$ cat src/source/serial_slave_pkg.sv
// serial slave package with the frame start code, field widths and default sizes
`default_nettype none

package serial_slave_pkg;

    // start pattern that opens every control frame
    localparam int START_WIDTH = 3;
    localparam logic [START_WIDTH-1:0] START_CODE = 3'b111;

    // read/write bit plus burst bit
    localparam int CTRL_WIDTH = 2;

    // word width of the memory and of the serial data lines
    localparam int DEF_DATA_WIDTH = 32;

    // number of memory words behind one slave
    localparam int DEF_ADDR_DEPTH = 2000;

    // id this slave answers to
    localparam int DEF_SLAVE_ID = 1;

    // slaves sharing the bus, sizes the id field
    localparam int DEF_SLAVES = 3;

endpackage

`default_nettype wire

$ cat src/source/slave_if.sv
// command bus from the frame decoder to the engines, and the engines' memory ports
`default_nettype none

interface cmd_if #(
    parameter int ADDR_WIDTH = $clog2(serial_slave_pkg::DEF_ADDR_DEPTH)
);
    // one-cycle launch pulses
    logic                  rd_start;
    logic                  wr_start;
    // held from the pulse until the engine is done
    logic                  burst;
    logic [ADDR_WIDTH-1:0] addr;
    // engine status
    logic                  rd_busy;
    logic                  rd_bit;
    logic                  wr_busy;

    modport decoder (output rd_start, wr_start, burst, addr, input rd_busy, rd_bit, wr_busy);
    modport reader (input rd_start, burst, addr, output rd_busy, rd_bit);
    modport writer (input wr_start, burst, addr, output wr_busy);
endinterface

interface mem_port_if #(
    parameter int ADDR_WIDTH = $clog2(serial_slave_pkg::DEF_ADDR_DEPTH),
    parameter int DATA_WIDTH = serial_slave_pkg::DEF_DATA_WIDTH
);
    // read port, data returns one cycle after rd_en
    logic                  rd_en;
    logic [ADDR_WIDTH-1:0] rd_addr;
    logic [DATA_WIDTH-1:0] rd_data;
    // write port, stored at the edge that sees wr_en
    logic                  wr_en;
    logic [ADDR_WIDTH-1:0] wr_addr;
    logic [DATA_WIDTH-1:0] wr_data;

    modport reader (output rd_en, rd_addr, input rd_data);
    modport writer (output wr_en, wr_addr, wr_data);
    modport memory (input rd_en, rd_addr, wr_en, wr_addr, wr_data, output rd_data);
endinterface

`default_nettype wire

$ cat src/source/read_serializer.sv
// read engine that fetches memory words and shifts them out on rd msb first
`default_nettype none

module read_serializer #(
    parameter int DATA_WIDTH = serial_slave_pkg::DEF_DATA_WIDTH,
    parameter int ADDR_DEPTH = serial_slave_pkg::DEF_ADDR_DEPTH,
    parameter int ADDR_WIDTH = $clog2(serial_slave_pkg::DEF_ADDR_DEPTH)
) (
    input  logic       clk,
    input  logic       rstN,
    input  logic       last,
    output logic       rd,
    cmd_if.reader      cmd,
    mem_port_if.reader mem
);
    localparam int CNT_WIDTH = $clog2(DATA_WIDTH);

    localparam logic [1:0] ST_IDLE  = 2'd0;
    localparam logic [1:0] ST_FETCH = 2'd1;
    localparam logic [1:0] ST_SEND  = 2'd2;

    logic [1:0]            state;
    logic [CNT_WIDTH-1:0]  bit_cnt;
    logic                  last_seen;
    logic                  sending;
    logic                  word_done;
    logic [ADDR_WIDTH-1:0] addr_q;
    logic [ADDR_WIDTH-1:0] addr_next;
    logic [DATA_WIDTH-1:0] shreg;
    logic [DATA_WIDTH-1:0] cur_word;

    assign sending   = (state == ST_SEND);
    assign word_done = sending && (bit_cnt == CNT_WIDTH'(DATA_WIDTH - 1));

    // first bit of a word comes directly from the memory output
    assign cur_word  = (bit_cnt == '0) ? mem.rd_data : shreg;

    // burst addresses wrap at the end of the array
    assign addr_next = (addr_q == ADDR_WIDTH'(ADDR_DEPTH - 1)) ? '0 : addr_q + 1'b1;

    assign rd          = sending & cur_word[DATA_WIDTH-1];
    assign cmd.rd_bit  = sending;
    assign cmd.rd_busy = (state != ST_IDLE);
    assign mem.rd_en   = (state == ST_FETCH);
    assign mem.rd_addr = addr_q;

    always_ff @(posedge clk or negedge rstN) begin
        if (!rstN) begin
            state     <= ST_IDLE;
            bit_cnt   <= '0;
            last_seen <= 1'b0;
        end else begin
            case (state)
                ST_IDLE: begin
                    if (cmd.rd_start) begin
                        bit_cnt   <= '0;
                        last_seen <= 1'b0;
                        state     <= ST_FETCH;
                    end
                end
                ST_FETCH: state <= ST_SEND;
                ST_SEND: begin
                    if (word_done) begin
                        bit_cnt <= '0;
                        // last at any bit of the word closes the burst
                        if (!cmd.burst || last_seen || last) begin
                            state <= ST_IDLE;
                        end else begin
                            last_seen <= 1'b0;
                            state     <= ST_FETCH;
                        end
                    end else begin
                        bit_cnt   <= bit_cnt + 1'b1;
                        last_seen <= last_seen | last;
                    end
                end
                default: state <= ST_IDLE;
            endcase
        end
    end

    always_ff @(posedge clk) begin
        if ((state == ST_IDLE) && cmd.rd_start) begin
            addr_q <= cmd.addr;
        end else if (word_done) begin
            addr_q <= addr_next;
        end
        if (sending) begin
            shreg <= cur_word << 1;
        end
    end

endmodule

`default_nettype wire

$ cat src/flat_wrapper.sv
// flat-port wrapper written by rule: the top's interface ports become plain ports
module read_serializer_flat 
#(
    parameter int DATA_WIDTH = serial_slave_pkg::DEF_DATA_WIDTH,
    parameter int ADDR_DEPTH = serial_slave_pkg::DEF_ADDR_DEPTH,
    parameter int ADDR_WIDTH = $clog2(serial_slave_pkg::DEF_ADDR_DEPTH)
)
  (clk, rstN, last, rd, cmd_rd_start, cmd_burst, cmd_addr, cmd_rd_busy, cmd_rd_bit, mem_rd_en, mem_rd_addr, mem_rd_data);
  cmd_if #(.ADDR_WIDTH(ADDR_WIDTH)) cmd_i ();
  mem_port_if #(.ADDR_WIDTH(ADDR_WIDTH), .DATA_WIDTH(DATA_WIDTH)) mem_i ();
  input  logic clk;
  input  logic rstN;
  input  logic last;
  output logic rd;
  input wire logic [$bits(cmd_i.rd_start)-1:0] cmd_rd_start;
  input wire logic [$bits(cmd_i.burst)-1:0] cmd_burst;
  input wire logic [$bits(cmd_i.addr)-1:0] cmd_addr;
  output wire logic [$bits(cmd_i.rd_busy)-1:0] cmd_rd_busy;
  output wire logic [$bits(cmd_i.rd_bit)-1:0] cmd_rd_bit;
  output wire logic [$bits(mem_i.rd_en)-1:0] mem_rd_en;
  output wire logic [$bits(mem_i.rd_addr)-1:0] mem_rd_addr;
  input wire logic [$bits(mem_i.rd_data)-1:0] mem_rd_data;
  assign cmd_i.rd_start = cmd_rd_start;
  assign cmd_i.burst = cmd_burst;
  assign cmd_i.addr = cmd_addr;
  assign cmd_rd_busy = cmd_i.rd_busy;
  assign cmd_rd_bit = cmd_i.rd_bit;
  assign mem_rd_en = mem_i.rd_en;
  assign mem_rd_addr = mem_i.rd_addr;
  assign mem_i.rd_data = mem_rd_data;
  read_serializer #(.DATA_WIDTH(DATA_WIDTH), .ADDR_DEPTH(ADDR_DEPTH), .ADDR_WIDTH(ADDR_WIDTH)) u_core (.clk(clk), .rstN(rstN), .last(last), .rd(rd), .cmd(cmd_i), .mem(mem_i));
endmodule
$ cat config.mk
export PLATFORM = sky130hd
export DESIGN_NAME = read_serializer_flat
export DESIGN_NICKNAME = d
export VERILOG_FILES = /design/src/source/serial_slave_pkg.sv /design/src/source/slave_if.sv /design/src/source/read_serializer.sv /design/src/flat_wrapper.sv
export SDC_FILE = /design/constraint.sdc
export NUM_CORES = 1
export LEC_CHECK = 0
export BUFFER_PORTS_ARGS = -buffer_cell sky130_fd_sc_hd__buf_2
export CORE_MARGIN = 2
export CORE_UTILIZATION = 37
export CTS_BUF_LIST = sky130_fd_sc_hd__clkbuf_8
export DETAILED_ROUTE_END_ITERATION = 8
export HOLD_SLACK_MARGIN = 0.02
export PLACE_DENSITY = 0.6
export SLEW_MARGIN = 20
export SYNTH_ARGS = -nofsm -noshare
export SYNTH_HDL_FRONTEND = slang
export SYNTH_SLANG_ARGS = --single-unit
$ cat constraint.sdc
create_clock -name clk -period 3.2 [get_ports clk]
set_input_delay 0.16 -clock clk [delete_from_list [all_inputs] [get_ports clk]]
set_output_delay 0.16 -clock clk [all_outputs]
set_load 0.01 [all_outputs]
==> reports/summary.txt <==
===============================================================================================
Share of the yosys chip area belonging to registers                                       60.3%
Detailed-route DRC error count                                                                0
Unrepaired setup endpoints after global routing                                              no
Kind of capture point of the worst setup path                                       output port
Total GRT Usage                                                                           12.1%
Unique cell type count in the Yosys netlist                                                  36
Commonest non-fill, non-tap cell in the layout                                            buf_2
Leak pwr                                                                                1.16 nW
Actual slew at the worst max-slew pin                                                  0.585 ns
Slew Limit Headroom                                                                       60.9%
Residual antenna-violating net count after detailed routing                                   0
Share of post-route cells with drive strength above 1                                     43.9%
Launch point of the worst reg-to-reg path                                          u_core.state[0]
CTS buffer count                                                                              5
Clk sink count                                                                               50
Count of flip-flops with a built-in enable after synthesis                                   42
Hold Worst Slack                                                                       0.125 ns
Clk_skew                                                                             0.00373 ns
Cell types with the largest area share after synthesis                             edfxtp_1, mux2_2, dfrtp_1, nand2_1, xnor2_1
Total of fill cells in the finished design                                                  597
Total of cells resized after clock tree synthesis                                             0
Met3 wire len                                                                            207 um
Number of failing hold endpoints at the final stage                                           0
Vias in the first global route                                                             1510
Flop and latch count out of synthesis                                                        50
YS warnings                                                                                   0
Setup_tns                                                                                  0 ns
Critical path data required time                                                        3.04 ns
Initial Util                                                                              38.2%
Met1 Wirelength                                                                         2050 um
Final clock period utilization by the worst path                                          65.5%
Dpl hpwl                                                                                2910 um
Crit path DAT                                                                           1.94 ns
Power per cell area                                                                 923 mW/mm^2
Synth-to-layout area growth                                                               20.4%
Share of synthesized registers carrying an async set or reset                             16.0%
Core Area                                                                          0.00635 sq mm
Area share of the largest cell type after synthesis                                       52.0%
Number of vias per cell after detailed routing                                             4.86
Area of the mapped netlist                                                         0.00242 sq mm
Library cell used as clock root buffer                                                 clkbuf_8
Total via count in the routed design                                                       1561
Startpoint of the worst hold path                                                          last
Clock insertion delay at the later pin of the skew report                               0.30 ns
Top library cells by usage in the layout, fill and taps aside                      buf_2, edfxtp_1, mux2_2
Launch point of the worst path                                                     u_core.bit_cnt[0]
Nets                                                                                        295
Number of antenna violations at the first check in global routing                             0
Mapped Nets                                                                                 229
Diodes inserted                                                                               0
Max_cap viols                                                                                 0
Gate count after technology mapping                                                         177
Tmin final                                                                              2.10 ns
Largest voltage drop on the vdd net                                                    0.443 mV
Port Buffer Count                                                                            62
Number of ports placed on the die boundary                                                   63
Min-Delay Path Class                                                                     in2reg
DR WL/cell                                                                              13.1 um
Sum of routed wire length over all layers                                               4200 um
Startpoint class of the critical path                                                  register
Global-route wire length before repair                                                  6990 um
Horizontal extent of the die                                                            84.9 um
Overflow left after global routing                                                            0
Crit path kind                                                                          reg2out
Maximum number of buffers from clock root to sink                                             2
Top flip-flop cell by instance count after synthesis                                   edfxtp_1
Cell type contributing the most total cell area after synthesis                        edfxtp_1
1st-iter DRT viols                                                                           67
Status                                                                             finished, final reports clean
Timing-limited maximum frequency                                                        477 MHz
Total setup violations reported at the end of the flow                                        0
Maximum number of pins on one net before global-route repair                                 35
CTS HTree Levels                                                                              2
Post CTS Setup Buffer Count                                                                   0
Clock input transition at the sequential cells of the worst setup and hold paths        0.09 ns
RePlAce Congestion                                                                        0.815
Detail Route met2 WL                                                                    1900 um
Length of the first detailed-routing pass in iterations                                       4
Crit-path max FO                                                                             32
CTS tree                                                                                    yes
Die Height                                                                              84.9 um
Die area                                                                           0.00721 sq mm
Synthesized area per cell                                                            13.7 sq um
Count of pins over their slew limit                                                           0
Cell Rows                                                                                    29
Top sig layer                                                                              met4
===============================================================================================
-- metal layers --
metal | global-route usage [%] | vias up
met3 | 3.11 | 2
met5 | 0 | -
met1 | 15.5 | 738
met2 | 20.3 | 37
met4 | 3.90 | 0
li1 | - | 784
-- metrics by stage --
step                utilization (%)  cells  area (sq um)  total power [mW]  worst slack, ns
global placement               44.0    312          2800              2.28             1.18
global route                   46.0    321          2920              2.90            0.901
CTS                            46.0    321          2920              2.75             1.06
detailed placement             44.0    312          2800              2.29             1.13
floorplan                         -    177          2420              2.07            0.238
finish                         46.0    321          2920              2.69             1.10
-- registers in the layout, summed over array words and instances, names as in the netlist --
register            cells
u_core.mem.rd_addr     11
u_core.last_seen        1
u_core.state            2
u_core.shreg           31
u_core.bit_cnt          5
-- kinds of logic (layout without fill, tap and decap cells) --
group	Yosys count	count (layout)	share of synthesized area [%]
xor+xnor	9	9	3.25
fa+ha+maj	4	4	2.07
buf+inv	11	78	3.15
mux	32	32	14.8
compound gates	22	22	5.52
simple gates	49	49	10.9
flops	50	50	60.3
-- final timing paths --
kind                                    endpoint  slack [ns]  depth (start not counted)
max reg2reg                u_core.mem.rd_addr[7]        1.15                          3
max                                           rd        1.10                          7
max in group asynchronous      u_core.bit_cnt[1]        2.81                          2
min                             u_core.last_seen        0.13                          3
min in group asynchronous        u_core.state[0]        0.23                          2
min reg2reg                     u_core.shreg[30]        0.53                          1
-- Yosys cell counts (3+ instances only) --
cell type / n
o31ai_1: 3
edfxtp_1: 42
xnor2_1: 7
ha_1: 4
nor2_1: 5
or2_2: 3
a21oi_1: 3
mux2_2: 27
nand3_1: 4
o21ai_0: 10
nor3_1: 5
dfrtp_1: 8
nand2_1: 18
mux2_1: 3
buf_6: 4
nor2b_1: 3
inv_1: 5
-- cell type report --
type                            instances  area (sq um)  share of cell area (%)
Clock buffer                            5          68.8                    2.36
Clock inverter                          3          45.0                    1.54
Inverter                                5          18.8                   0.643
Multi-Input combinational cell        116           893                    30.6
Sequential cell                        50          1460                    50.1
Tap cell                               77          96.3                    3.30
Timing Repair Buffer                   65           335                    11.5
-- power by group --
| group | switching (mW) | total (mW) | internal [mW] | leakage, nW |
|---|---|---|---|---|
| clock | 0.208 | 0.441 | 0.233 | 0.0504 |
| combinational | 0.468 | 0.952 | 0.483 | 0.601 |
| sequential | 0.150 | 1.30 | 1.15 | 0.505 |
-- repair_timing --
item,CTS,global route
endpoints found under the setup margin,0,0
hold buffers,1,0
endpoints found under the hold margin,8,0
-- critical path: stages (launching register included) --
cell and delay [ns]:
dfrtp_1 0.43, inv_1 0.08, ha_1 0.14, nor4b_4 0.17, buf_4 0.39, mux2i_1 0.23
nor2b_1 0.05, buf_2 0.13
(Power assumes the default switching activity.)
