$ cat src/source/serial_slave_pkg.sv
// serial slave package with the frame start code, field widths and default sizes
`default_nettype none

package serial_slave_pkg;

    // start pattern that opens every control frame
    localparam int START_WIDTH = 3;
    localparam logic [START_WIDTH-1:0] START_CODE = 3'b111;

    // read/write bit plus burst bit
    localparam int CTRL_WIDTH = 2;

    // word width of the memory and of the serial data lines
    localparam int DEF_DATA_WIDTH = 32;

    // number of memory words behind one slave
    localparam int DEF_ADDR_DEPTH = 2000;

    // id this slave answers to
    localparam int DEF_SLAVE_ID = 1;

    // slaves sharing the bus, sizes the id field
    localparam int DEF_SLAVES = 3;

endpackage

`default_nettype wire

$ cat src/source/slave_if.sv
// command bus from the frame decoder to the engines, and the engines' memory ports
`default_nettype none

interface cmd_if #(
    parameter int ADDR_WIDTH = $clog2(serial_slave_pkg::DEF_ADDR_DEPTH)
);
    // one-cycle launch pulses
    logic                  rd_start;
    logic                  wr_start;
    // held from the pulse until the engine is done
    logic                  burst;
    logic [ADDR_WIDTH-1:0] addr;
    // engine status
    logic                  rd_busy;
    logic                  rd_bit;
    logic                  wr_busy;

    modport decoder (output rd_start, wr_start, burst, addr, input rd_busy, rd_bit, wr_busy);
    modport reader (input rd_start, burst, addr, output rd_busy, rd_bit);
    modport writer (input wr_start, burst, addr, output wr_busy);
endinterface


`default_nettype wire

$ cat src/source/frame_decoder.sv
// frame decoder that shifts in the control frame, checks start code and id, and launches engines
`default_nettype none

module frame_decoder #(
    parameter int ADDR_WIDTH = $clog2(serial_slave_pkg::DEF_ADDR_DEPTH),
    parameter int S_ID_WIDTH = $clog2(serial_slave_pkg::DEF_SLAVES + 1),
    parameter int SLAVE_ID   = serial_slave_pkg::DEF_SLAVE_ID
) (
    input  logic   clk,
    input  logic   rstN,
    input  logic   control,
    output logic   ready,
    cmd_if.decoder cmd
);
    import serial_slave_pkg::*;

    localparam int FRAME_LEN = START_WIDTH + S_ID_WIDTH + CTRL_WIDTH + ADDR_WIDTH;
    localparam int CNT_WIDTH = $clog2(FRAME_LEN);

    // field positions, msb of the frame arrives first
    localparam int START_LSB = FRAME_LEN - START_WIDTH;
    localparam int ID_LSB    = ADDR_WIDTH + CTRL_WIDTH;
    localparam int RW_POS    = ADDR_WIDTH + 1;
    localparam int BURST_POS = ADDR_WIDTH;

    localparam logic [1:0] ST_IDLE   = 2'd0;
    localparam logic [1:0] ST_SHIFT  = 2'd1;
    localparam logic [1:0] ST_DECODE = 2'd2;
    localparam logic [1:0] ST_WAIT   = 2'd3;

    logic [1:0]           state;
    logic [CNT_WIDTH-1:0] bit_cnt;
    logic [FRAME_LEN-1:0] frame;
    logic                 frame_shift;
    logic                 match;

    assign frame_shift = (state == ST_SHIFT) || ((state == ST_IDLE) && control);

    assign match = (frame[START_LSB +: START_WIDTH] == START_CODE) &&
                   (frame[ID_LSB +: S_ID_WIDTH] == S_ID_WIDTH'(SLAVE_ID));

    // launch pulses come straight out of the decode cycle
    assign cmd.wr_start = (state == ST_DECODE) && match && frame[RW_POS];
    assign cmd.rd_start = (state == ST_DECODE) && match && !frame[RW_POS];
    assign cmd.burst    = frame[BURST_POS];
    assign cmd.addr     = frame[ADDR_WIDTH-1:0];

    // a read marks its bit slots, a write keeps ready high throughout
    always_comb begin
        case (state)
            ST_DECODE: ready = !match;
            ST_WAIT:   ready = cmd.rd_busy ? cmd.rd_bit : 1'b1;
            default:   ready = 1'b1;
        endcase
    end

    always_ff @(posedge clk or negedge rstN) begin
        if (!rstN) begin
            state   <= ST_IDLE;
            bit_cnt <= '0;
        end else begin
            case (state)
                ST_IDLE: begin
                    if (control) begin
                        bit_cnt <= CNT_WIDTH'(1);
                        state   <= ST_SHIFT;
                    end
                end
                ST_SHIFT: begin
                    bit_cnt <= bit_cnt + 1'b1;
                    if (bit_cnt == CNT_WIDTH'(FRAME_LEN - 1)) begin
                        state <= ST_DECODE;
                    end
                end
                ST_DECODE: begin
                    // a foreign or broken frame is simply dropped
                    state <= match ? ST_WAIT : ST_IDLE;
                end
                default: begin
                    if (!cmd.rd_busy && !cmd.wr_busy) begin
                        state <= ST_IDLE;
                    end
                end
            endcase
        end
    end

    always_ff @(posedge clk) begin
        if (frame_shift) begin
            frame <= {frame[FRAME_LEN-2:0], control};
        end
    end

endmodule

`default_nettype wire

$ cat src/flat_wrapper.sv
// flat-port wrapper written by rule: the top's interface ports become plain ports
module frame_decoder_flat import serial_slave_pkg::*;
#(
    parameter int ADDR_WIDTH = $clog2(serial_slave_pkg::DEF_ADDR_DEPTH),
    parameter int S_ID_WIDTH = $clog2(serial_slave_pkg::DEF_SLAVES + 1),
    parameter int SLAVE_ID   = serial_slave_pkg::DEF_SLAVE_ID
)
  (clk, rstN, control, ready, cmd_rd_start, cmd_wr_start, cmd_burst, cmd_addr, cmd_rd_busy, cmd_rd_bit, cmd_wr_busy);
  cmd_if #(.ADDR_WIDTH(ADDR_WIDTH)) cmd_i ();
  input  logic clk;
  input  logic rstN;
  input  logic control;
  output logic ready;
  output wire logic [$bits(cmd_i.rd_start)-1:0] cmd_rd_start;
  output wire logic [$bits(cmd_i.wr_start)-1:0] cmd_wr_start;
  output wire logic [$bits(cmd_i.burst)-1:0] cmd_burst;
  output wire logic [$bits(cmd_i.addr)-1:0] cmd_addr;
  input wire logic [$bits(cmd_i.rd_busy)-1:0] cmd_rd_busy;
  input wire logic [$bits(cmd_i.rd_bit)-1:0] cmd_rd_bit;
  input wire logic [$bits(cmd_i.wr_busy)-1:0] cmd_wr_busy;
  assign cmd_rd_start = cmd_i.rd_start;
  assign cmd_wr_start = cmd_i.wr_start;
  assign cmd_burst = cmd_i.burst;
  assign cmd_addr = cmd_i.addr;
  assign cmd_i.rd_busy = cmd_rd_busy;
  assign cmd_i.rd_bit = cmd_rd_bit;
  assign cmd_i.wr_busy = cmd_wr_busy;
  frame_decoder #(.ADDR_WIDTH(ADDR_WIDTH), .S_ID_WIDTH(S_ID_WIDTH), .SLAVE_ID(SLAVE_ID)) u_core (.clk(clk), .rstN(rstN), .control(control), .ready(ready), .cmd(cmd_i));
endmodule
$ cat config.mk
export PLATFORM = sky130hd
export DESIGN_NAME = frame_decoder_flat
export DESIGN_NICKNAME = d
export VERILOG_FILES = /design/src/source/serial_slave_pkg.sv /design/src/source/slave_if.sv /design/src/source/frame_decoder.sv /design/src/flat_wrapper.sv
export SDC_FILE = /design/constraint.sdc
export NUM_CORES = 1
export LEC_CHECK = 0
export ABC_AREA = 1
export BUFFER_PORTS_ARGS = -buffer_cell sky130_fd_sc_hd__buf_4
export CELL_PAD_IN_SITES_DETAIL_PLACEMENT = 1
export CELL_PAD_IN_SITES_GLOBAL_PLACEMENT = 2
export CORE_UTILIZATION = 39
export CTS_BUF_LIST = sky130_fd_sc_hd__clkbuf_4
export CTS_CLUSTER_DIAMETER = 80
export DETAILED_ROUTE_END_ITERATION = 6
export PLACE_DENSITY_LB_ADDON = 0.1
export RECOVER_POWER = 100
export SLEW_MARGIN = 5
export SYNTH_ARGS = -nofsm -noshare
export SYNTH_HDL_FRONTEND = slang
export SYNTH_SLANG_ARGS = --single-unit
$ cat constraint.sdc
create_clock -name clk -period 4.33 [get_ports clk]
set_input_delay 0.866 -clock clk [delete_from_list [all_inputs] [get_ports clk]]
set_output_delay 0.866 -clock clk [all_outputs]
set_load 0.1 [all_outputs]
==> summary.md, run 1 <==
| Metric | Value |
|---|---|
| Status | `completed` |
| Final setup TNS | `0 ns` |
| Fmax | `0.332 GHz` |
| Reg2reg path depth | `1` |
| RR Endpoint | `u_core.frame[6]` |
| Number of global-route vias before repair | `681` |
| Critical Path Start Type | `register` |
| Least-Margin Pin Slew | `1.17 ns` |
| CP endpoint kind | `output pin` |
| CTS clk-pin slew, worst paths | `about 0.14 ns` |
| Global-route wire length before repair | `roughly 3200 um` |
| Largest family of logic cells by synthesized area | `simple AND/OR/NAND/NOR gates` |
| WP data required | `3.46 ns` |
| Initial Util | `0.428` |
| Final Critical Period | `just over 3 ns` |
| Die Area | `~3000 um2` |
| Most frequent cells in the layout | `nand2_1 (19), edfxtp_1 (18), clkbuf_1 (16)` |
| Xor and xnor area share after synthesis | `0` |
| Placer Congestion | `around 0.71` |
| Post-Synth Adder-Cell Area | `0.0226` |
| # hold bufs at CTS | `0` |
| Final ANT Viol Nets | `0` |
| Drt wl/cell | `about 14 um` |
| Max incr delay on CP | `0.88 ns` |
| Critical path type | `reg2out` |
| CP max stage cell | `clkbuf_1` |
| Clock Sink Count | `25` |
| Crit-path cells | `nand2_1 -> nor2_2 -> nand2_1 -> nor2_1 -> clkbuf_1` |
| Ys Warns | `0` |
| Count of pins over their slew limit | `0` |
| Port bufs | `20` |
| # IOs | `21` |
| Post-synthesis mux area share | `0` |
| Synthesized area per cell | `between 10 and 15 um2` |
| Layout area overhead | `5.99%` |
| Reg2reg start | `u_core.state[1]` |
| Clk Tree Root Cell | `clkbuf_4` |
| Worst-skew pair later-pin latency | `0.32 ns` |
| Share of layout cells above drive strength 1 | `0.164` |
| H-tree lvl count | `1` |
| Mapped Area | `1110 um2` |
| Worst Hold Class | `in2async` |
| Gr ovfl total | `0` |
| Routed wire length | `approximately 2000 um` |
| Detailed-route via count | `672` |
| Worst slew margin | `0.222` |
| Row Count | `18` |
| Library cells used by synthesis | `22` |
| Final nets | `between 100 and 150` |
| Unrepaired setup endpoints after global routing | `no` |
| Max cap viols | `0` |
| Crit-path most repeated cell | `nand2_1` |
| Total core area | `2590 um2` |
| Diodes inserted | `0` |
| Die span in x | `55.3 um` |
| Fin Clk Skew | `0.00183 ns` |
| Instance count of the mapped netlist | `97` |
| Synthesis-stage register bit count | `25` |
| Crit path DAT | `2.15 ns` |
| Antenna violations before repair | `0` |
| Reg2Reg Setup Slack | `2.59 ns` |
| CTS tree | `yes` |
| 1st-iter DRT viols | `33` |
| GRT Total Usage | `0.137` |
| Vias per cell | `about 4.8` |
| Compound-gate portion of the synthesized area | `0.0633` |
| Largest net degree at the start of global routing | `23` |
| DRC viols | `0` |
| Post-DP HPWL | `1460 um` |
| Period utilization | `0.696` |
| Max clock buf depth | `2` |
| Total CTS buffers | `3` |
| Final setup fails | `0` |
| Simple-Gate Fraction of Synth Area | `0.146` |
| Syn nets | `105` |
| Hold Fails Final Rpt | `0` |
| DRT Pass-1 Iters | `4` |
| Critical-path maximum fanout | `5` |
| Post-synthesis sequential area ratio | `0.646` |
| Commonest non-fill, non-tap cell in the layout | `nand2_1` |
| Die Ht | `approximately 55 um` |
| Post-CTS resize count | `0` |
| Setup bufs post-CTS | `0` |
## cells in the mapped netlist, drive strengths merged
master	instances	area, um2
ha	2	25.0
nand2	21	88.8
a21oi	4	27.5
buf	11	82.6
o22ai	2	18.8
nand4	1	6.26
o21ai	4	23.8
nand3	2	10.0
inv	14	52.6
edfxtp	18	541
nor2	9	41.3
dfrtp	7	175
nor3	2	15.0
## per-stage QoR
step           cell area [um2]  hold WS, ns  setup slack [ns]  instances  utilization
6_report                  1170        0.421              1.31        140        0.453
5_1_grt                   1170        0.449              1.17        140        0.453
4_1_cts                   1240        0.315              1.85        140        0.480
3_5_place_dp              1210        0.439              1.96        136        0.468
3_3_place_gp              1210        0.433              1.98        136        0.468
2_1_floorplan             1110        0.426              1.04         97            -
## area by class of cell
type                       instances  area [um2]
clock buffer                       3        22.5
clock inverter                     1        7.51
fill                             302        1420
inverter                          14        52.6
multi-input combinational         47         248
sequential                        25         716
tap                               30        37.5
timing repair buffer              20        90.1
## worst max-delay path by stage
stage,endpoint,depth (start not counted),from
6_report,cmd_rd_start,5,u_core.state[1]
3_3_place_gp,ready,5,cmd_rd_busy
3_5_place_dp,ready,5,cmd_rd_busy
4_1_cts,cmd_rd_start,5,u_core.state[1]
2_1_floorplan,ready,3,cmd_rd_busy
5_1_grt,cmd_wr_start,5,u_core.state[1]
## cells by family (layout without fill, tap and decap cells)
family,Yosys count,after routing
and+or+nand+nor,35,35
adders and majority gates,2,2
AOI/OAI and AO/OA,10,10
buffers and inverters,25,38
DFF,25,25
## worst max-delay path: cells and delay by family (launching register included)
family	cells	cell delay, ns
flops	1	0.47
simple gates	4	0.49
buf+inv	1	0.88
## routing by layer
layer  vias to the layer above  share of wire  global-route usage  routed length (um)
li1                        332              -                   -                   -
met1                       322           0.46               0.176                 923
met2                        14           0.48               0.208                 956
met3                         4          0.034              0.0234                  68
met4                         0          0.020              0.0964                  40
met5                         -              0                   0                   0
## sequential cells by signal, indices dropped and copies added, names as in the netlist
register,cells
u_core.bit_cnt,5
u_core.frame,18
u_core.state,2
Power of run 1 is not shown: default switching activity piles up to over one toggle a cycle in this logic, so the estimate is an artifact.
==> inputs of run 2 (changes only) <==
--- a/config.mk
+++ b/config.mk
@@ -9,7 +9,7 @@
 export BUFFER_PORTS_ARGS = -buffer_cell sky130_fd_sc_hd__buf_4
 export CELL_PAD_IN_SITES_DETAIL_PLACEMENT = 1
 export CELL_PAD_IN_SITES_GLOBAL_PLACEMENT = 2
-export CORE_UTILIZATION = 39
+export CORE_UTILIZATION = 36
 export CTS_BUF_LIST = sky130_fd_sc_hd__clkbuf_4
 export CTS_CLUSTER_DIAMETER = 80
 export DETAILED_ROUTE_END_ITERATION = 6
==> constraint.sdc (replaced) <==
create_clock -name clk -period 3.1 [get_ports clk]
set_input_delay 0.62 -clock clk [delete_from_list [all_inputs] [get_ports clk]]
set_output_delay 0.62 -clock clk [all_outputs]
set_load 0.1 [all_outputs]
==> summary.md, run 2 (synthesis results as in run 1) <==
| Metric | Value |
|---|---|
| Least-Margin Pin Slew | `1.50 ns (+0.326 ns)` |
| CTS clk-pin slew, worst paths | `0.14 ns (about the same)` |
| Setup bufs post-CTS | `0 (unchanged)` |
| Min Hold Slack | `0.191 ns (-0.230 ns)` |
| Final setup fails | `0 (unchanged)` |
| Critical Path Start Type | `register` |
| Storage cell area | `716 um2 (unchanged)` |
| Vias per cell | `4.72 (-1.7%)` |
| Layout area overhead | `5.99% (unchanged)` |
| Unrepaired setup endpoints after global routing | `no` |
| Detailed-route via count | `670 (-0.30%)` |
| Diodes inserted | `0 (unchanged)` |
| CP startpoint | `u_core.state[0]` |
| Failing checks | `DRC, capacitance limit, slew limit` |
| # hold bufs at CTS | `0 (unchanged)` |
| 1st-iter DRT viols | `12 (-64%)` |
| H-tree lvl count | `1 (unchanged)` |
| Row Count | `19 (+1)` |
| Max cap viols | `1 (+1)` |
| DRT Pass-1 Iters | `6 (+2)` |
| Crit path DAT | `1.94 ns (-0.21 ns)` |
| Port bufs | `20 (unchanged)` |
| Layout Utilization | `0.415 (-0.0383)` |
| Largest registers | `u_core.frame: 18 flops, u_core.bit_cnt: 5 flops, u_core.state: 2 flops` |
| Final setup TNS | `0 ns (unchanged)` |
| Hold Fails Final Rpt | `0 (unchanged)` |
| Global-route wire length before repair | `3040 um (-4.8%)` |
| Total CTS buffers | `3 (unchanged)` |
| WP data required | `2.48 ns (-0.98 ns)` |
| # IOs | `21 (unchanged)` |
| Antenna violations before repair | `0 (unchanged)` |
| Largest net degree at the start of global routing | `17 (-26%)` |
| DRC viols | `1 (+1)` |
| Clock Sink Count | `25 (unchanged)` |
| Fin Clk Skew | `0.00149 ns (-0.000337 ns)` |
| Clk Tree Root Cell | `clkbuf_4` |
| Drt wl/cell | `13.0 um (-8.4%)` |
| Initial Util | `0.391 (-0.0361)` |
| Max clock buf depth | `2 (unchanged)` |
| Filler cell count | `330 (+9.3%)` |
| Critical-path maximum fanout | `4 (-1)` |
| Reg2reg path depth | `2 (+1)` |
| Number of global-route vias before repair | `686 (+0.73%)` |
| Post-CTS resize count | `0 (unchanged)` |
| CP endpoint kind | `output pin` |
| Commonest non-fill, non-tap cell in the layout | `nand2_1` |
| Die span in x | `57.5 um (+3.9%)` |
| Reg2Reg Setup Slack | `0.84 ns (-1.75 ns)` |
| Worst-skew pair later-pin latency | `0.32 ns (about the same)` |
| Final Critical Period | `~2.6 ns` |
| Worst slew margin | `-0.00858 (-0.231)` |
| Reg with most FFs | `u_core.frame` |
| Gr ovfl total | `0 (unchanged)` |
| Count of pins over their slew limit | `1 (+1)` |
| Worst Hold Class | `in2async` |
| Most frequent cells in the layout | `nand2_1 (19), edfxtp_1 (18), clkbuf_1 (14)` |
| Area of the multi-input gates | `235 um2 (-5.1%)` |
| Crit path capture | `ready` |
| Fmax | `0.390 GHz` |
| Die Ht | `57.5 um (+3.9%)` |
| Total core area | `2830 um2 (+9.2%)` |
| Placer Congestion | `0.740 (+4.9%)` |
| Critical path type | `reg2out` |
| Period utilization | `0.827` |
| Reg2reg start | `u_core.state[1]` |
| Max reg flops | `18 (unchanged)` |
| Final ANT Viol Nets | `0 (unchanged)` |
| CTS tree | `yes` |
| Final nets | `120 (+0.84%)` |
| RR Endpoint | `u_core.frame[6]` |
| Share of layout cells above drive strength 1 | `0.162 (-0.00147)` |
| Post-DP HPWL | `1410 um (-3.7%)` |
| GRT Total Usage | `0.123 (-0.0141)` |
| Die Area | `3300 um2 (+8.0%)` |
| Routed wire length | `1850 um (-7.1%)` |
| Status | `finished, violations left` |
run 2: per-stage QoR:
step,instance area (um2),setup WS (ns),std cells
4_1_cts,1250,0.903,142
3_3_place_gp,1220,1.24,138
5_1_grt,1170,0.434,142
3_5_place_dp,1220,1.22,138
2_1_floorplan,1110,0.303,97
6_report,1170,0.536,142
run 2: worst min-delay path by stage:
stage                     cells past startpoint           endpoint       startpoint
after detailed placement                      1  u_core.bit_cnt[2]             rstN
after global placement                        0    u_core.frame[6]  u_core.frame[5]
after global routing                          1  u_core.bit_cnt[2]             rstN
after CTS                                     1  u_core.bit_cnt[0]             rstN
final                                         1  u_core.bit_cnt[1]             rstN
after floorplan                               0  u_core.bit_cnt[0]             rstN
run 2: per-layer routing:
layer	GRT usage	up-vias	wire length, um	part of all wire
li1	-	333	-	-
met1	0.161	323	854	0.46
met3	0.0204	2	79	0.043
met4	0.0627	0	15	0.0081
met5	0	-	0	0
met2	0.196	12	897	0.49
run 2: worst max-delay path, stage by stage, from the launching register on:
cell and delay [ns]:
dfrtp_1 0.47, nand2_1 0.13, nor3_1 0.05, a21oi_1 0.11, clkbuf_1 0.87
run 2: cell type report:
| type | instances | share of cell area |
|---|---|---|
| Clock buffer | 3 | 0.0192 |
| Clock inverter | 1 | 0.00746 |
| Inverter | 14 | 0.0448 |
| Multi-Input combinational cell | 47 | 0.200 |
| Sequential cell | 25 | 0.610 |
| Tap cell | 31 | 0.0330 |
| Timing Repair Buffer | 21 | 0.0853 |
Power of run 2 is left out for the same reason.
