File: src/source/serial_slave_pkg.sv
// serial slave package with the frame start code, field widths and default sizes
`default_nettype none

package serial_slave_pkg;

    // start pattern that opens every control frame
    localparam int START_WIDTH = 3;
    localparam logic [START_WIDTH-1:0] START_CODE = 3'b111;

    // read/write bit plus burst bit
    localparam int CTRL_WIDTH = 2;

    // word width of the memory and of the serial data lines
    localparam int DEF_DATA_WIDTH = 32;

    // number of memory words behind one slave
    localparam int DEF_ADDR_DEPTH = 2000;

    // id this slave answers to
    localparam int DEF_SLAVE_ID = 1;

    // slaves sharing the bus, sizes the id field
    localparam int DEF_SLAVES = 3;

endpackage

`default_nettype wire

File: src/source/slave_if.sv
// command bus from the frame decoder to the engines, and the engines' memory ports
`default_nettype none

interface cmd_if #(
    parameter int ADDR_WIDTH = $clog2(serial_slave_pkg::DEF_ADDR_DEPTH)
);
    // one-cycle launch pulses
    logic                  rd_start;
    logic                  wr_start;
    // held from the pulse until the engine is done
    logic                  burst;
    logic [ADDR_WIDTH-1:0] addr;
    // engine status
    logic                  rd_busy;
    logic                  rd_bit;
    logic                  wr_busy;

    modport decoder (output rd_start, wr_start, burst, addr, input rd_busy, rd_bit, wr_busy);
    modport reader (input rd_start, burst, addr, output rd_busy, rd_bit);
    modport writer (input wr_start, burst, addr, output wr_busy);
endinterface

interface mem_port_if #(
    parameter int ADDR_WIDTH = $clog2(serial_slave_pkg::DEF_ADDR_DEPTH),
    parameter int DATA_WIDTH = serial_slave_pkg::DEF_DATA_WIDTH
);
    // read port, data returns one cycle after rd_en
    logic                  rd_en;
    logic [ADDR_WIDTH-1:0] rd_addr;
    logic [DATA_WIDTH-1:0] rd_data;
    // write port, stored at the edge that sees wr_en
    logic                  wr_en;
    logic [ADDR_WIDTH-1:0] wr_addr;
    logic [DATA_WIDTH-1:0] wr_data;

    modport reader (output rd_en, rd_addr, input rd_data);
    modport writer (output wr_en, wr_addr, wr_data);
    modport memory (input rd_en, rd_addr, wr_en, wr_addr, wr_data, output rd_data);
endinterface

`default_nettype wire

File: src/source/write_deserializer.sv
// write engine that collects wd bits into words and stores them in memory
`default_nettype none

module write_deserializer #(
    parameter int DATA_WIDTH = serial_slave_pkg::DEF_DATA_WIDTH,
    parameter int ADDR_DEPTH = serial_slave_pkg::DEF_ADDR_DEPTH,
    parameter int ADDR_WIDTH = $clog2(serial_slave_pkg::DEF_ADDR_DEPTH)
) (
    input  logic       clk,
    input  logic       rstN,
    input  logic       wd,
    input  logic       valid,
    input  logic       last,
    cmd_if.writer      cmd,
    mem_port_if.writer mem
);
    localparam int CNT_WIDTH = $clog2(DATA_WIDTH);

    localparam logic [1:0] ST_IDLE    = 2'd0;
    localparam logic [1:0] ST_COLLECT = 2'd1;
    localparam logic [1:0] ST_FLUSH   = 2'd2;

    logic [1:0]            state;
    logic [CNT_WIDTH-1:0]  bit_cnt;
    logic                  wr_pend;
    logic                  bit_take;
    logic                  word_end;
    logic [ADDR_WIDTH-1:0] addr_q;
    logic [ADDR_WIDTH-1:0] addr_next;
    logic [DATA_WIDTH-1:0] shreg;

    assign bit_take  = (state == ST_COLLECT) && valid;
    assign word_end  = bit_take && (bit_cnt == CNT_WIDTH'(DATA_WIDTH - 1));
    assign addr_next = (addr_q == ADDR_WIDTH'(ADDR_DEPTH - 1)) ? '0 : addr_q + 1'b1;

    // the finished word is written one cycle after its last bit,
    // while the next word may already be shifting in
    assign mem.wr_en   = wr_pend;
    assign mem.wr_addr = addr_q;
    assign mem.wr_data = shreg;
    assign cmd.wr_busy = (state != ST_IDLE);

    always_ff @(posedge clk or negedge rstN) begin
        if (!rstN) begin
            state   <= ST_IDLE;
            bit_cnt <= '0;
            wr_pend <= 1'b0;
        end else begin
            wr_pend <= word_end;
            case (state)
                ST_IDLE: begin
                    if (cmd.wr_start) begin
                        bit_cnt <= '0;
                        state   <= ST_COLLECT;
                    end
                end
                ST_COLLECT: begin
                    if (word_end) begin
                        bit_cnt <= '0;
                        if (!cmd.burst || last) begin
                            state <= ST_FLUSH;
                        end
                    end else if (bit_take) begin
                        bit_cnt <= bit_cnt + 1'b1;
                    end
                end
                // final word is stored at the end of this cycle
                ST_FLUSH: state <= ST_IDLE;
                default:  state <= ST_IDLE;
            endcase
        end
    end

    always_ff @(posedge clk) begin
        if ((state == ST_IDLE) && cmd.wr_start) begin
            addr_q <= cmd.addr;
        end else if (wr_pend) begin
            addr_q <= addr_next;
        end
        if (bit_take) begin
            shreg <= {shreg[DATA_WIDTH-2:0], wd};
        end
    end

endmodule

`default_nettype wire

File: src/flat_wrapper.sv
// flat-port wrapper written by rule: the top's interface ports become plain ports
module write_deserializer_flat 
#(
    parameter int DATA_WIDTH = serial_slave_pkg::DEF_DATA_WIDTH,
    parameter int ADDR_DEPTH = serial_slave_pkg::DEF_ADDR_DEPTH,
    parameter int ADDR_WIDTH = $clog2(serial_slave_pkg::DEF_ADDR_DEPTH)
)
  (clk, rstN, wd, valid, last, cmd_wr_start, cmd_burst, cmd_addr, cmd_wr_busy, mem_wr_en, mem_wr_addr, mem_wr_data);
  cmd_if #(.ADDR_WIDTH(ADDR_WIDTH)) cmd_i ();
  mem_port_if #(.ADDR_WIDTH(ADDR_WIDTH), .DATA_WIDTH(DATA_WIDTH)) mem_i ();
  input  logic clk;
  input  logic rstN;
  input  logic wd;
  input  logic valid;
  input  logic last;
  input wire logic [$bits(cmd_i.wr_start)-1:0] cmd_wr_start;
  input wire logic [$bits(cmd_i.burst)-1:0] cmd_burst;
  input wire logic [$bits(cmd_i.addr)-1:0] cmd_addr;
  output wire logic [$bits(cmd_i.wr_busy)-1:0] cmd_wr_busy;
  output wire logic [$bits(mem_i.wr_en)-1:0] mem_wr_en;
  output wire logic [$bits(mem_i.wr_addr)-1:0] mem_wr_addr;
  output wire logic [$bits(mem_i.wr_data)-1:0] mem_wr_data;
  assign cmd_i.wr_start = cmd_wr_start;
  assign cmd_i.burst = cmd_burst;
  assign cmd_i.addr = cmd_addr;
  assign cmd_wr_busy = cmd_i.wr_busy;
  assign mem_wr_en = mem_i.wr_en;
  assign mem_wr_addr = mem_i.wr_addr;
  assign mem_wr_data = mem_i.wr_data;
  write_deserializer #(.DATA_WIDTH(DATA_WIDTH), .ADDR_DEPTH(ADDR_DEPTH), .ADDR_WIDTH(ADDR_WIDTH)) u_core (.clk(clk), .rstN(rstN), .wd(wd), .valid(valid), .last(last), .cmd(cmd_i), .mem(mem_i));
endmodule
File: config.mk
export PLATFORM = sky130hd
export DESIGN_NAME = write_deserializer_flat
export DESIGN_NICKNAME = d
export VERILOG_FILES = /design/src/source/serial_slave_pkg.sv /design/src/source/slave_if.sv /design/src/source/write_deserializer.sv /design/src/flat_wrapper.sv
export SDC_FILE = /design/constraint.sdc
export NUM_CORES = 1
export LEC_CHECK = 0
export BUFFER_PORTS_ARGS = -buffer_cell sky130_fd_sc_hd__buf_2
export CAP_MARGIN = 10
export CORE_MARGIN = 2
export CORE_UTILIZATION = 44
export DETAILED_ROUTE_END_ITERATION = 10
export PLACE_DENSITY = 0.73
export SETUP_SLACK_MARGIN = 0.2
export SLEW_MARGIN = 40
export SYNTH_ARGS = -nofsm -noshare
export SYNTH_HDL_FRONTEND = slang
export SYNTH_SLANG_ARGS = --single-unit
File: constraint.sdc
create_clock -name clk -period 1.77 [get_ports clk]
set_input_delay 0.0885 -clock clk [delete_from_list [all_inputs] [get_ports clk]]
set_output_delay 0.0885 -clock clk [all_outputs]
set_load 0.005 [all_outputs]
==> impl_metrics.json, run 1 <==
{
  "cts_buffers": 5,
  "synth_flop_cell": "edfxtp_1",
  "power.leakage_nw": 1.06,
  "fmax_ghz": 0.654,
  "die_h_um": 72.6,
  "r2r_setup_slack_ns": 0.24,
  "grt_usage_pct": 14.3,
  "vias_per_cell": 5.01,
  "crit_path_end_kind": "flop",
  "dp_hpwl_um": 2720,
  "start_util_pct": 46.6,
  "yosys_warnings": 0,
  "rsz0062_at_grt": "true",
  "synth-seq-cells": 51,
  "finalCritPeriodShare_pct": 86.4,
  "syn_nets": 159,
  "dieArea_um2": 5270,
  "synth_top_area_cell": "edfxtp_1",
  "routed_wirelength_um": 3800,
  "worstRegToRegCells": 5,
  "gp_congestion": 0.778,
  "skew_ns": 0.00669,
  "syn_area_um2": 2070,
  "rows": 24,
  "powerDensity_nw_per_um2": 1360,
  "holdPathEnd": "u_core.mem.wr_addr[1]$_DFFE_PP_",
  "finalWorstSetupSlack_ns": 0.241,
  "drt-wirelength-per-cell_um": 14.0,
  "antenna_left": 0,
  "layout.nets": 239,
  "drt_iter0_drc": 97,
  "hold_violations": 0,
  "drt_pass1_iterations": 5,
  "async_flop_share_pct": 15.7,
  "place_ws_ns": 0.0978,
  "status": "finished, final reports clean",
  "io_buffers": 62,
  "multiInputGateArea_um2": 597,
  "fin_tns_setup_ns": 0,
  "slew_headroom_pct": 77.5,
  "ir_drop_v": 0.000646,
  "grt_pass1_vias": 1214,
  "min_path_type": "in -> reg",
  "syn_avg_cell_area_um2": 15.0,
  "synth_area_leaders": "edfxtp_1, dfrtp_1, nand2_1",
  "crit_type": "reg -> reg",
  "clock-sinks": 51,
  "cp_max_fo": 4,
  "synthCells": 138,
  "ios": 63,
  "yosysUniqueCellTypes": 30,
  "synth_edf_count": 43,
  "ys_top_cells_by_count": "edfxtp_1, nand2_1, dfrtp_1, o21ai_2, xnor2_1",
  "seq_area_um2": 1490,
  "drv_slew": 0,
  "synth.most_common_cell": "edfxtp_1",
  "gr-total-overflow": 0,
  "required_ns": 1.84,
  "cp_data_arrival_time_ns": 1.60,
  "setup_violations": 0,
  "h-tree-depth": 2,
  "finalCriticalPeriod_ns": 1.53,
  "maxCapViolCount": 0,
  "post-route-util_pct": 61.0,
  "antennaDiodeCount": 0,
  "worst_pin_slew_ns": 0.337,
  "grt_max_degree": 33,
  "drive_above_1_share_pct": 48.9,
  "core_area_um2": 4440,
  "max-clock-path-buffers": 2,
  "grt_antenna_before_repair": 0,
  "min_from": "cmd_addr[1]",
  "critPathLaunchType": "flop",
  "cts-root-buf": "clkbuf_8",
  "synth_seq_area_share_pct": 72.0,
  "cts_tree": "built",
  "syn_to_final_growth_pct": 30.8,
  "r2r_start": "u_core.mem.wr_addr[0]$_DFFE_PP_",
  "insertion_delay_ns": 0.30,
  "grt_pass1_wl_um": 5600,
  "drc": 0,
  "synth_top_area_share_pct": 62.3,
  "die-width_um": 72.6,
  "vias": 1359,
  "rr_endpoint": "u_core.mem.wr_addr[9]$_DFFE_PP_",
  "clkTransAtPathRegs_ns": 0.10,
  "holdPathStages": 3,
  "fillers": 371
}
## flip-flops by register name (all words and copies together) (netlist names)
signal,count
u_core.bit_cnt,5
u_core.mem.wr_addr,11
u_core.mem.wr_data,32
u_core.mem.wr_en,1
u_core.state,2
## metrics by stage
| stage | instance area, um^2 | total power [mW] | hold WS [ns] | std cells |
|---|---|---|---|---|
| after floorplan | 2070 | 2.48 | -0.207 | 138 |
| after global placement | 2510 | 2.94 | -0.0571 | 257 |
| after detailed placement | 2510 | 2.97 | -0.0581 | 257 |
| after CTS | 2680 | 3.70 | 0.0477 | 270 |
| after global routing | 2710 | 3.91 | 0.0555 | 271 |
| final | 2710 | 3.69 | 0.0561 | 271 |
## final cells by class
class                   instances  area share [%]
clock buffers                   5            2.54
clock inverters                 3            1.02
inverters                       5           0.693
multi-input cells              80            22.0
flip-flops and latches         51            55.0
well taps                      52            2.40
repair buffers                 75            16.3
## what timing repair did
item / in CTS / in global routing
buffers inserted: 3 / 1
gates resized for setup: 5 / 7
hold endpoints to repair: 9 / 0
hold buffers: 2 / 0
setup endpoints to repair: 10 / 12
pin swaps: 6 / 6
## report_power, final
part | leakage (nW) | internal (mW) | switching [mW]
Combinational | 0.501 | 0.498 | 0.571
Sequential | 0.508 | 1.74 | 0.203
Clock | 0.0463 | 0.290 | 0.391
## cell usage in the layout (no fill, tap or decap), types with 2 or more instances in the layout
cell / netlist / layout
ha_2: 0 / 2
o22ai_1: 2 / 2
o21ai_2: 8 / 9
nand2b_1: 3 / 3
buf_4: 0 / 8
nand2_1: 20 / 20
nor2_1: 2 / 2
or2_1: 3 / 3
nor3_2: 2 / 4
dlygate4sd3_1: 0 / 2
nand3_1: 4 / 4
dfrtp_1: 8 / 8
xnor2_1: 7 / 7
clkbuf_8: 0 / 5
a21oi_2: 2 / 2
buf_12: 0 / 2
o31ai_1: 2 / 2
inv_1: 5 / 4
xor2_1: 2 / 2
buf_2: 1 / 62
o21ai_1: 5 / 4
edfxtp_1: 43 / 43
nor3_1: 4 / 2
## routing by layer
layer / global-route usage (%) / wire length (um) / up-vias
li1: - / - / 665
met1: 18.5 / 1700 / 648
met3: 4.28 / 216 / 4
met2: 22.3 / 1820 / 42
met4: 6.17 / 57 / 0
met5: 0 / 0 / -
## worst max-delay path, stage by stage, from the launching register on
cell and delay [ns]:
edfxtp_1 0.41, buf_4 0.15, nand3_1 0.24, nor3_2 0.26, xnor2_1 0.17, o21ai_2 0.07
## cells by family after synthesis
kind of cell	synth area share (%)
flip-flops	72.0
AND/OR/NAND/NOR	13.0
AO/OA/AOI/OAI	7.67
XOR/XNOR	3.80
buffers and inverters	1.69
adder cells (fa/ha/maj)	1.81
## worst max path at each step
stage	from	endpoint	depth (start not counted)
after floorplan	u_core.state[0]$_DFFE_PN0P_	u_core.bit_cnt[3]$_DFFE_PN0P_	4
after global placement	u_core.mem.wr_addr[0]$_DFFE_PP_	u_core.mem.wr_addr[4]$_DFFE_PP_	6
after detailed placement	u_core.mem.wr_addr[0]$_DFFE_PP_	u_core.mem.wr_addr[5]$_DFFE_PP_	6
after CTS	u_core.mem.wr_addr[1]$_DFFE_PP_	u_core.mem.wr_addr[5]$_DFFE_PP_	6
after global routing	u_core.mem.wr_addr[0]$_DFFE_PP_	u_core.mem.wr_addr[9]$_DFFE_PP_	5
final	u_core.mem.wr_addr[0]$_DFFE_PP_	u_core.mem.wr_addr[9]$_DFFE_PP_	5
Note: power is estimated with default switching activity, not from simulation.
==> inputs of run 2 (changes only) <==
- CORE_UTILIZATION: 44 -> 36
- CTS_BUF_LIST: unset -> sky130_fd_sc_hd__clkbuf_8
- PLACE_DENSITY: 0.73 -> unset
==> run 2 against run 1 <==
Cell count up 11%. Die area up 21%. Sequential power about the same. Non-clock buffer count up 9. Routed wire length up 8.9%. Via count unchanged. Worst hold slack worse by 0.0049 ns. Core utilization down 9.9 points. Global-route usage down 1.4 points. Critical path depth unchanged. Sequential share of layout area down 2.3 points. Register-to-register slack about the same. Critical path type unchanged.
==> impl_metrics.json, run 2 (synthesized netlist as in run 1, its figures left out) <==
{
  "clock-sinks": 51,
  "cts-root-buf": "clkbuf_8",
  "slew_headroom_pct": 77.8,
  "syn_to_final_growth_pct": 36.5,
  "dieArea_um2": 6380,
  "drv_slew": 0,
  "powerDensity_nw_per_um2": 1330,
  "cp_top_family": "simple AND/OR/NAND/NOR gates",
  "maxCapViolCount": 0,
  "multiInputGateArea_um2": 634,
  "ios": 63,
  "rsz0062_at_grt": "true",
  "cts_buffers": 5,
  "die_h_um": 79.9,
  "drt_iter0_drc": 96,
  "path_buf_inv": 1,
  "ir_drop_v": 0.000476,
  "vias": 1359,
  "antenna_left": 0,
  "gp_congestion": 0.736,
  "min_path_type": "in -> reg",
  "h-tree-depth": 2,
  "layout.nets": 248,
  "post-route-util_pct": 51.0,
  "worstPathCellList": "nand4_4 > nor4_4 > or2_1 > buf_6 > o21ai_2",
  "dp.cells": 280,
  "finalCriticalPeriod_ns": 1.53,
  "grt_pass1_vias": 1309,
  "finalWorstSetupSlack_ns": 0.235,
  "power.leakage_nw": 1.11,
  "critPathLaunchType": "flop",
  "core_area_um2": 5540,
  "drt_pass1_iterations": 4,
  "routed_wirelength_um": 4140,
  "dp_hpwl_um": 2820,
  "hold_violations": 0,
  "clkTransAtPathRegs_ns": 0.10,
  "crit_type": "reg -> reg",
  "antennaDiodeCount": 0,
  "grt_pass1_wl_um": 6180,
  "cp_data_arrival_time_ns": 1.59,
  "grt_max_degree": 25,
  "drive_above_1_share_pct": 52.6,
  "gr-total-overflow": 0,
  "grt_antenna_before_repair": 0,
  "drc": 0,
  "layout_common_cells": "buf_2, edfxtp_1, nand2_1",
  "vias_per_cell": 4.53,
  "largest_reg_flops": 32,
  "crit_path_end_kind": "flop",
  "crit_slowest_cell": "edfxtp_1",
  "insertion_delay_ns": 0.31,
  "setup_violations": 0,
  "seq_area_um2": 1490,
  "grt_usage_pct": 12.8,
  "finalCritPeriodShare_pct": 86.7,
  "instances_no_fill": 300,
  "place_ws_ns": 0.100,
  "cp_max_fo": 6,
  "rows": 27,
  "final_common_cell": "buf_2",
  "fin_tns_setup_ns": 0,
  "io_buffers": 62,
  "fmax_ghz": 0.652,
  "start_util_pct": 37.4,
  "die-width_um": 79.9,
  "worst_pin_slew_ns": 0.333,
  "slowest_delay_ns": 0.48,
  "drt-wirelength-per-cell_um": 13.8,
  "status": "finished, final reports clean",
  "fillers": 515,
  "total_power_mw": 3.76,
  "required_ns": 1.83,
  "cts_tree": "built",
  "skew_ns": 0.0128,
  "max-clock-path-buffers": 2
}
## run 2: cell types whose count changed in the layout (fill, tap and decap cells not counted), sizes merged
cell,previous run,this run
buf,73,82
## run 2: layer usage
layer  GRT usage [%]  vias up  share of wire, %
li1                -      677                 -
met1            17.8      652                47
met2            19.1       26                48
met3            2.83        4               3.9
met4            5.93        0               1.1
met5               0        -                 0
## run 2: worst min-delay path, cell delays in order
cell and delay (ns):
buf_2 0.08, nand2_1 0.05, o21ai_2 0.05
## run 2: path summary, 6_finish.rpt
path | startpoint | end | slack, ns | depth (start not counted)
max | u_core.mem.wr_addr[8]$_DFFE_PP_ | u_core.mem.wr_addr[10]$_DFFE_PP_ | 0.24 | 5
min | cmd_addr[9] | u_core.mem.wr_addr[9]$_DFFE_PP_ | 0.05 | 3
max reg2reg | u_core.mem.wr_addr[8]$_DFFE_PP_ | u_core.mem.wr_addr[10]$_DFFE_PP_ | 0.24 | 5
min reg2reg | u_core.mem.wr_data[9]$_DFFE_PP_ | u_core.mem.wr_data[10]$_DFFE_PP_ | 0.45 | 0
max in group asynchronous | rstN | u_core.bit_cnt[3]$_DFFE_PN0P_ | 1.45 | 2
min in group asynchronous | rstN | u_core.bit_cnt[4]$_DFFE_PN0P_ | 0.14 | 2
## run 2: power by group
group | switching (mW) | internal, mW | total [mW] | leakage [nW]
Combinational | 0.601 | 0.539 | 1.14 | 0.557
Sequential | 0.202 | 1.74 | 1.94 | 0.508
Clock | 0.397 | 0.286 | 0.682 | 0.0461
Total | 1.20 | 2.56 | 3.76 | 1.11
## run 2: area by class of cell
class	instances	share of cell area, %
Sequential cell	51	52.7
Multi-Input combinational cell	80	22.4
Timing Repair Buffer	84	17.7
Tap cell	72	3.19
Clock buffer	5	2.43
Clock inverter	3	0.841
Inverter	5	0.664
## run 2: per-stage QoR
stage | hold slack [ns] | area, um^2
after floorplan | -0.207 | 2070
after global placement | -0.0560 | 2540
after detailed placement | -0.0537 | 2540
after CTS | 0.0429 | 2730
after global routing | 0.0597 | 2830
final | 0.0512 | 2830
## run 2: what timing repair did
| item | CTS | global route |
|---|---|---|
| hold endpoints to repair | 9 | 0 |
| hold buffers | 2 | 0 |
| pin swaps | 3 | 15 |
| endpoints found under the setup margin | 10 | 14 |
| setup buffers | 6 | 4 |
| resized for setup | 5 | 14 |
==> inputs of run 3 (changes only) <==
- MAX_ROUTING_LAYER: unset -> met4
==> run 3 against run 2 <==
Power decreased by 0.28%. Core utilization decreased by 0.27 points. Cell area decreased by 0.53%. Via count about the same. Highest routed layer unchanged. Largest cell class unchanged. Clock skew about the same. Sequential cell count unchanged. First-iteration DRC count decreased by 2.1%. Worst hold slack got worse by 0.00080 ns. Register-to-register slack about the same. Critical endpoint is now u_core.mem.wr_addr[5]$_DFFE_PP_. Count of clock-buffer cells in the layout unchanged. Worst setup slack improved by 0.015 ns.
==> impl_metrics.json, run 3 (synthesized netlist as in run 1, its figures left out) <==
{
  "status": "finished, final reports clean",
  "instances_no_fill": 299,
  "routed_wirelength_um": 4060,
  "maxCapViolCount": 0,
  "skew_ns": 0.0126,
  "finalCriticalPeriod_ns": 1.52,
  "die_h_um": 79.9,
  "dieArea_um2": 6380,
  "cts_buffers": 5,
  "crit_path_end_kind": "flop",
  "fin_tns_setup_ns": 0,
  "io_buffers": 62,
  "cts_tree": "built",
  "drv_slew": 0,
  "antenna_left": 0,
  "layout.nets": 247,
  "cp_data_arrival_time_ns": 1.58,
  "core_area_um2": 5540,
  "slew_headroom_pct": 77.9,
  "vias_per_cell": 4.54,
  "die-width_um": 79.9,
  "setup_violations": 0,
  "grt_pass1_vias": 1308,
  "finalCritPeriodShare_pct": 85.9,
  "powerDensity_nw_per_um2": 1330,
  "vias": 1358,
  "drt_iter0_drc": 94,
  "min_path_type": "in -> reg",
  "clkTransAtPathRegs_ns": 0.10,
  "ios": 63,
  "drt-wirelength-per-cell_um": 13.6,
  "start_util_pct": 37.4,
  "critPathLaunchType": "flop",
  "power.leakage_nw": 1.10,
  "grt_antenna_before_repair": 0,
  "crit_type": "reg -> reg",
  "fmax_ghz": 0.658,
  "cts-root-buf": "clkbuf_8",
  "antennaDiodeCount": 0,
  "post-route-util_pct": 50.8,
  "max-clock-path-buffers": 2,
  "h-tree-depth": 2,
  "drive_above_1_share_pct": 52.0,
  "hold_violations": 0,
  "rows": 27,
  "grt_pass1_wl_um": 6190,
  "drc": 0,
  "layout_common_cells": "buf_2, edfxtp_1, nand2_1",
  "cp_max_fo": 6,
  "gr-total-overflow": 0,
  "required_ns": 1.83,
  "largest_reg_flops": 32,
  "ir_drop_v": 0.000476,
  "drt_pass1_iterations": 4,
  "clock-sinks": 51,
  "gp_congestion": 0.745,
  "insertion_delay_ns": 0.31,
  "dp_hpwl_um": 2820,
  "grt_usage_pct": 13.2,
  "syn_to_final_growth_pct": 35.7,
  "final_common_cell": "buf_2",
  "grt_max_degree": 25,
  "dp.cells": 280,
  "rsz0062_at_grt": "true",
  "worst_pin_slew_ns": 0.331
}
==> run 3: cell types whose count changed in the layout (fill, tap and decap cells not counted), sizes merged <==
| cell | change |
|---|---|
| buf | -1 |
==> run 3: through the flow <==
stage	cell area (um^2)	setup slack, ns	hold WS, ns	total power [mW]
6_report	2810	0.250	0.0504	3.75
5_1_grt	2810	0.153	0.0597	3.98
3_5_place_dp	2540	0.100	-0.0537	2.98
2_1_floorplan	2070	0.215	-0.207	2.48
3_3_place_gp	2540	0.159	-0.0560	2.96
4_1_cts	2730	0.215	0.0429	3.72
==> run 3: critical path: stages (launching register included) <==
cell and delay, ns:
edfxtp_1 0.48, nand4_4 0.15, nor4_4 0.26, or2_1 0.17, buf_6 0.15, o21ai_2 0.06
==> run 3: repair_timing <==
item | in CTS | in global routing
pin swaps | 3 | 12
endpoints found under the setup margin | 10 | 14
buffers inserted | 6 | 3
gates resized for setup | 5 | 13
hold buffers | 2 | 0
hold endpoints to repair | 9 | 0
==> run 3: final timing paths <==
check                      slack (ns)                               end                             from  cells past startpoint
min in group asynchronous        0.14     u_core.bit_cnt[4]$_DFFE_PN0P_                             rstN                      2
min reg2reg                      0.45  u_core.mem.wr_data[10]$_DFFE_PP_  u_core.mem.wr_data[9]$_DFFE_PP_                      0
max                              0.25   u_core.mem.wr_addr[5]$_DFFE_PP_  u_core.mem.wr_addr[8]$_DFFE_PP_                      5
max in group asynchronous        1.45     u_core.bit_cnt[3]$_DFFE_PN0P_                             rstN                      2
min                              0.05   u_core.mem.wr_addr[9]$_DFFE_PP_                      cmd_addr[9]                      3
max reg2reg                      0.25   u_core.mem.wr_addr[5]$_DFFE_PP_  u_core.mem.wr_addr[8]$_DFFE_PP_                      5
==> run 3: per-layer routing <==
| layer | wire, um | GRT usage, % |
|---|---|---|
| met5 | 0 | - |
| met4 | 48 | 5.93 |
| met3 | 173 | 2.83 |
| met2 | 1930 | 19.0 |
| met1 | 1910 | 17.9 |
==> run 3: cell type report <==
class	count	area, um^2
multi-input cells	80	627
repair buffers	83	493
clock buffers	5	68.8
fillers	514	2730
clock inverters	3	23.8
well taps	72	90.1
flip-flops and latches	51	1490
inverters	5	18.8
==> run 3: report_power, final <==
part / total, mW / internal (mW) / switching [mW] / leakage [nW]
clock network: 0.684 / 0.286 / 0.398 / 0.0461
registers: 1.94 / 1.74 / 0.201 / 0.508
logic: 1.13 / 0.532 / 0.596 / 0.550
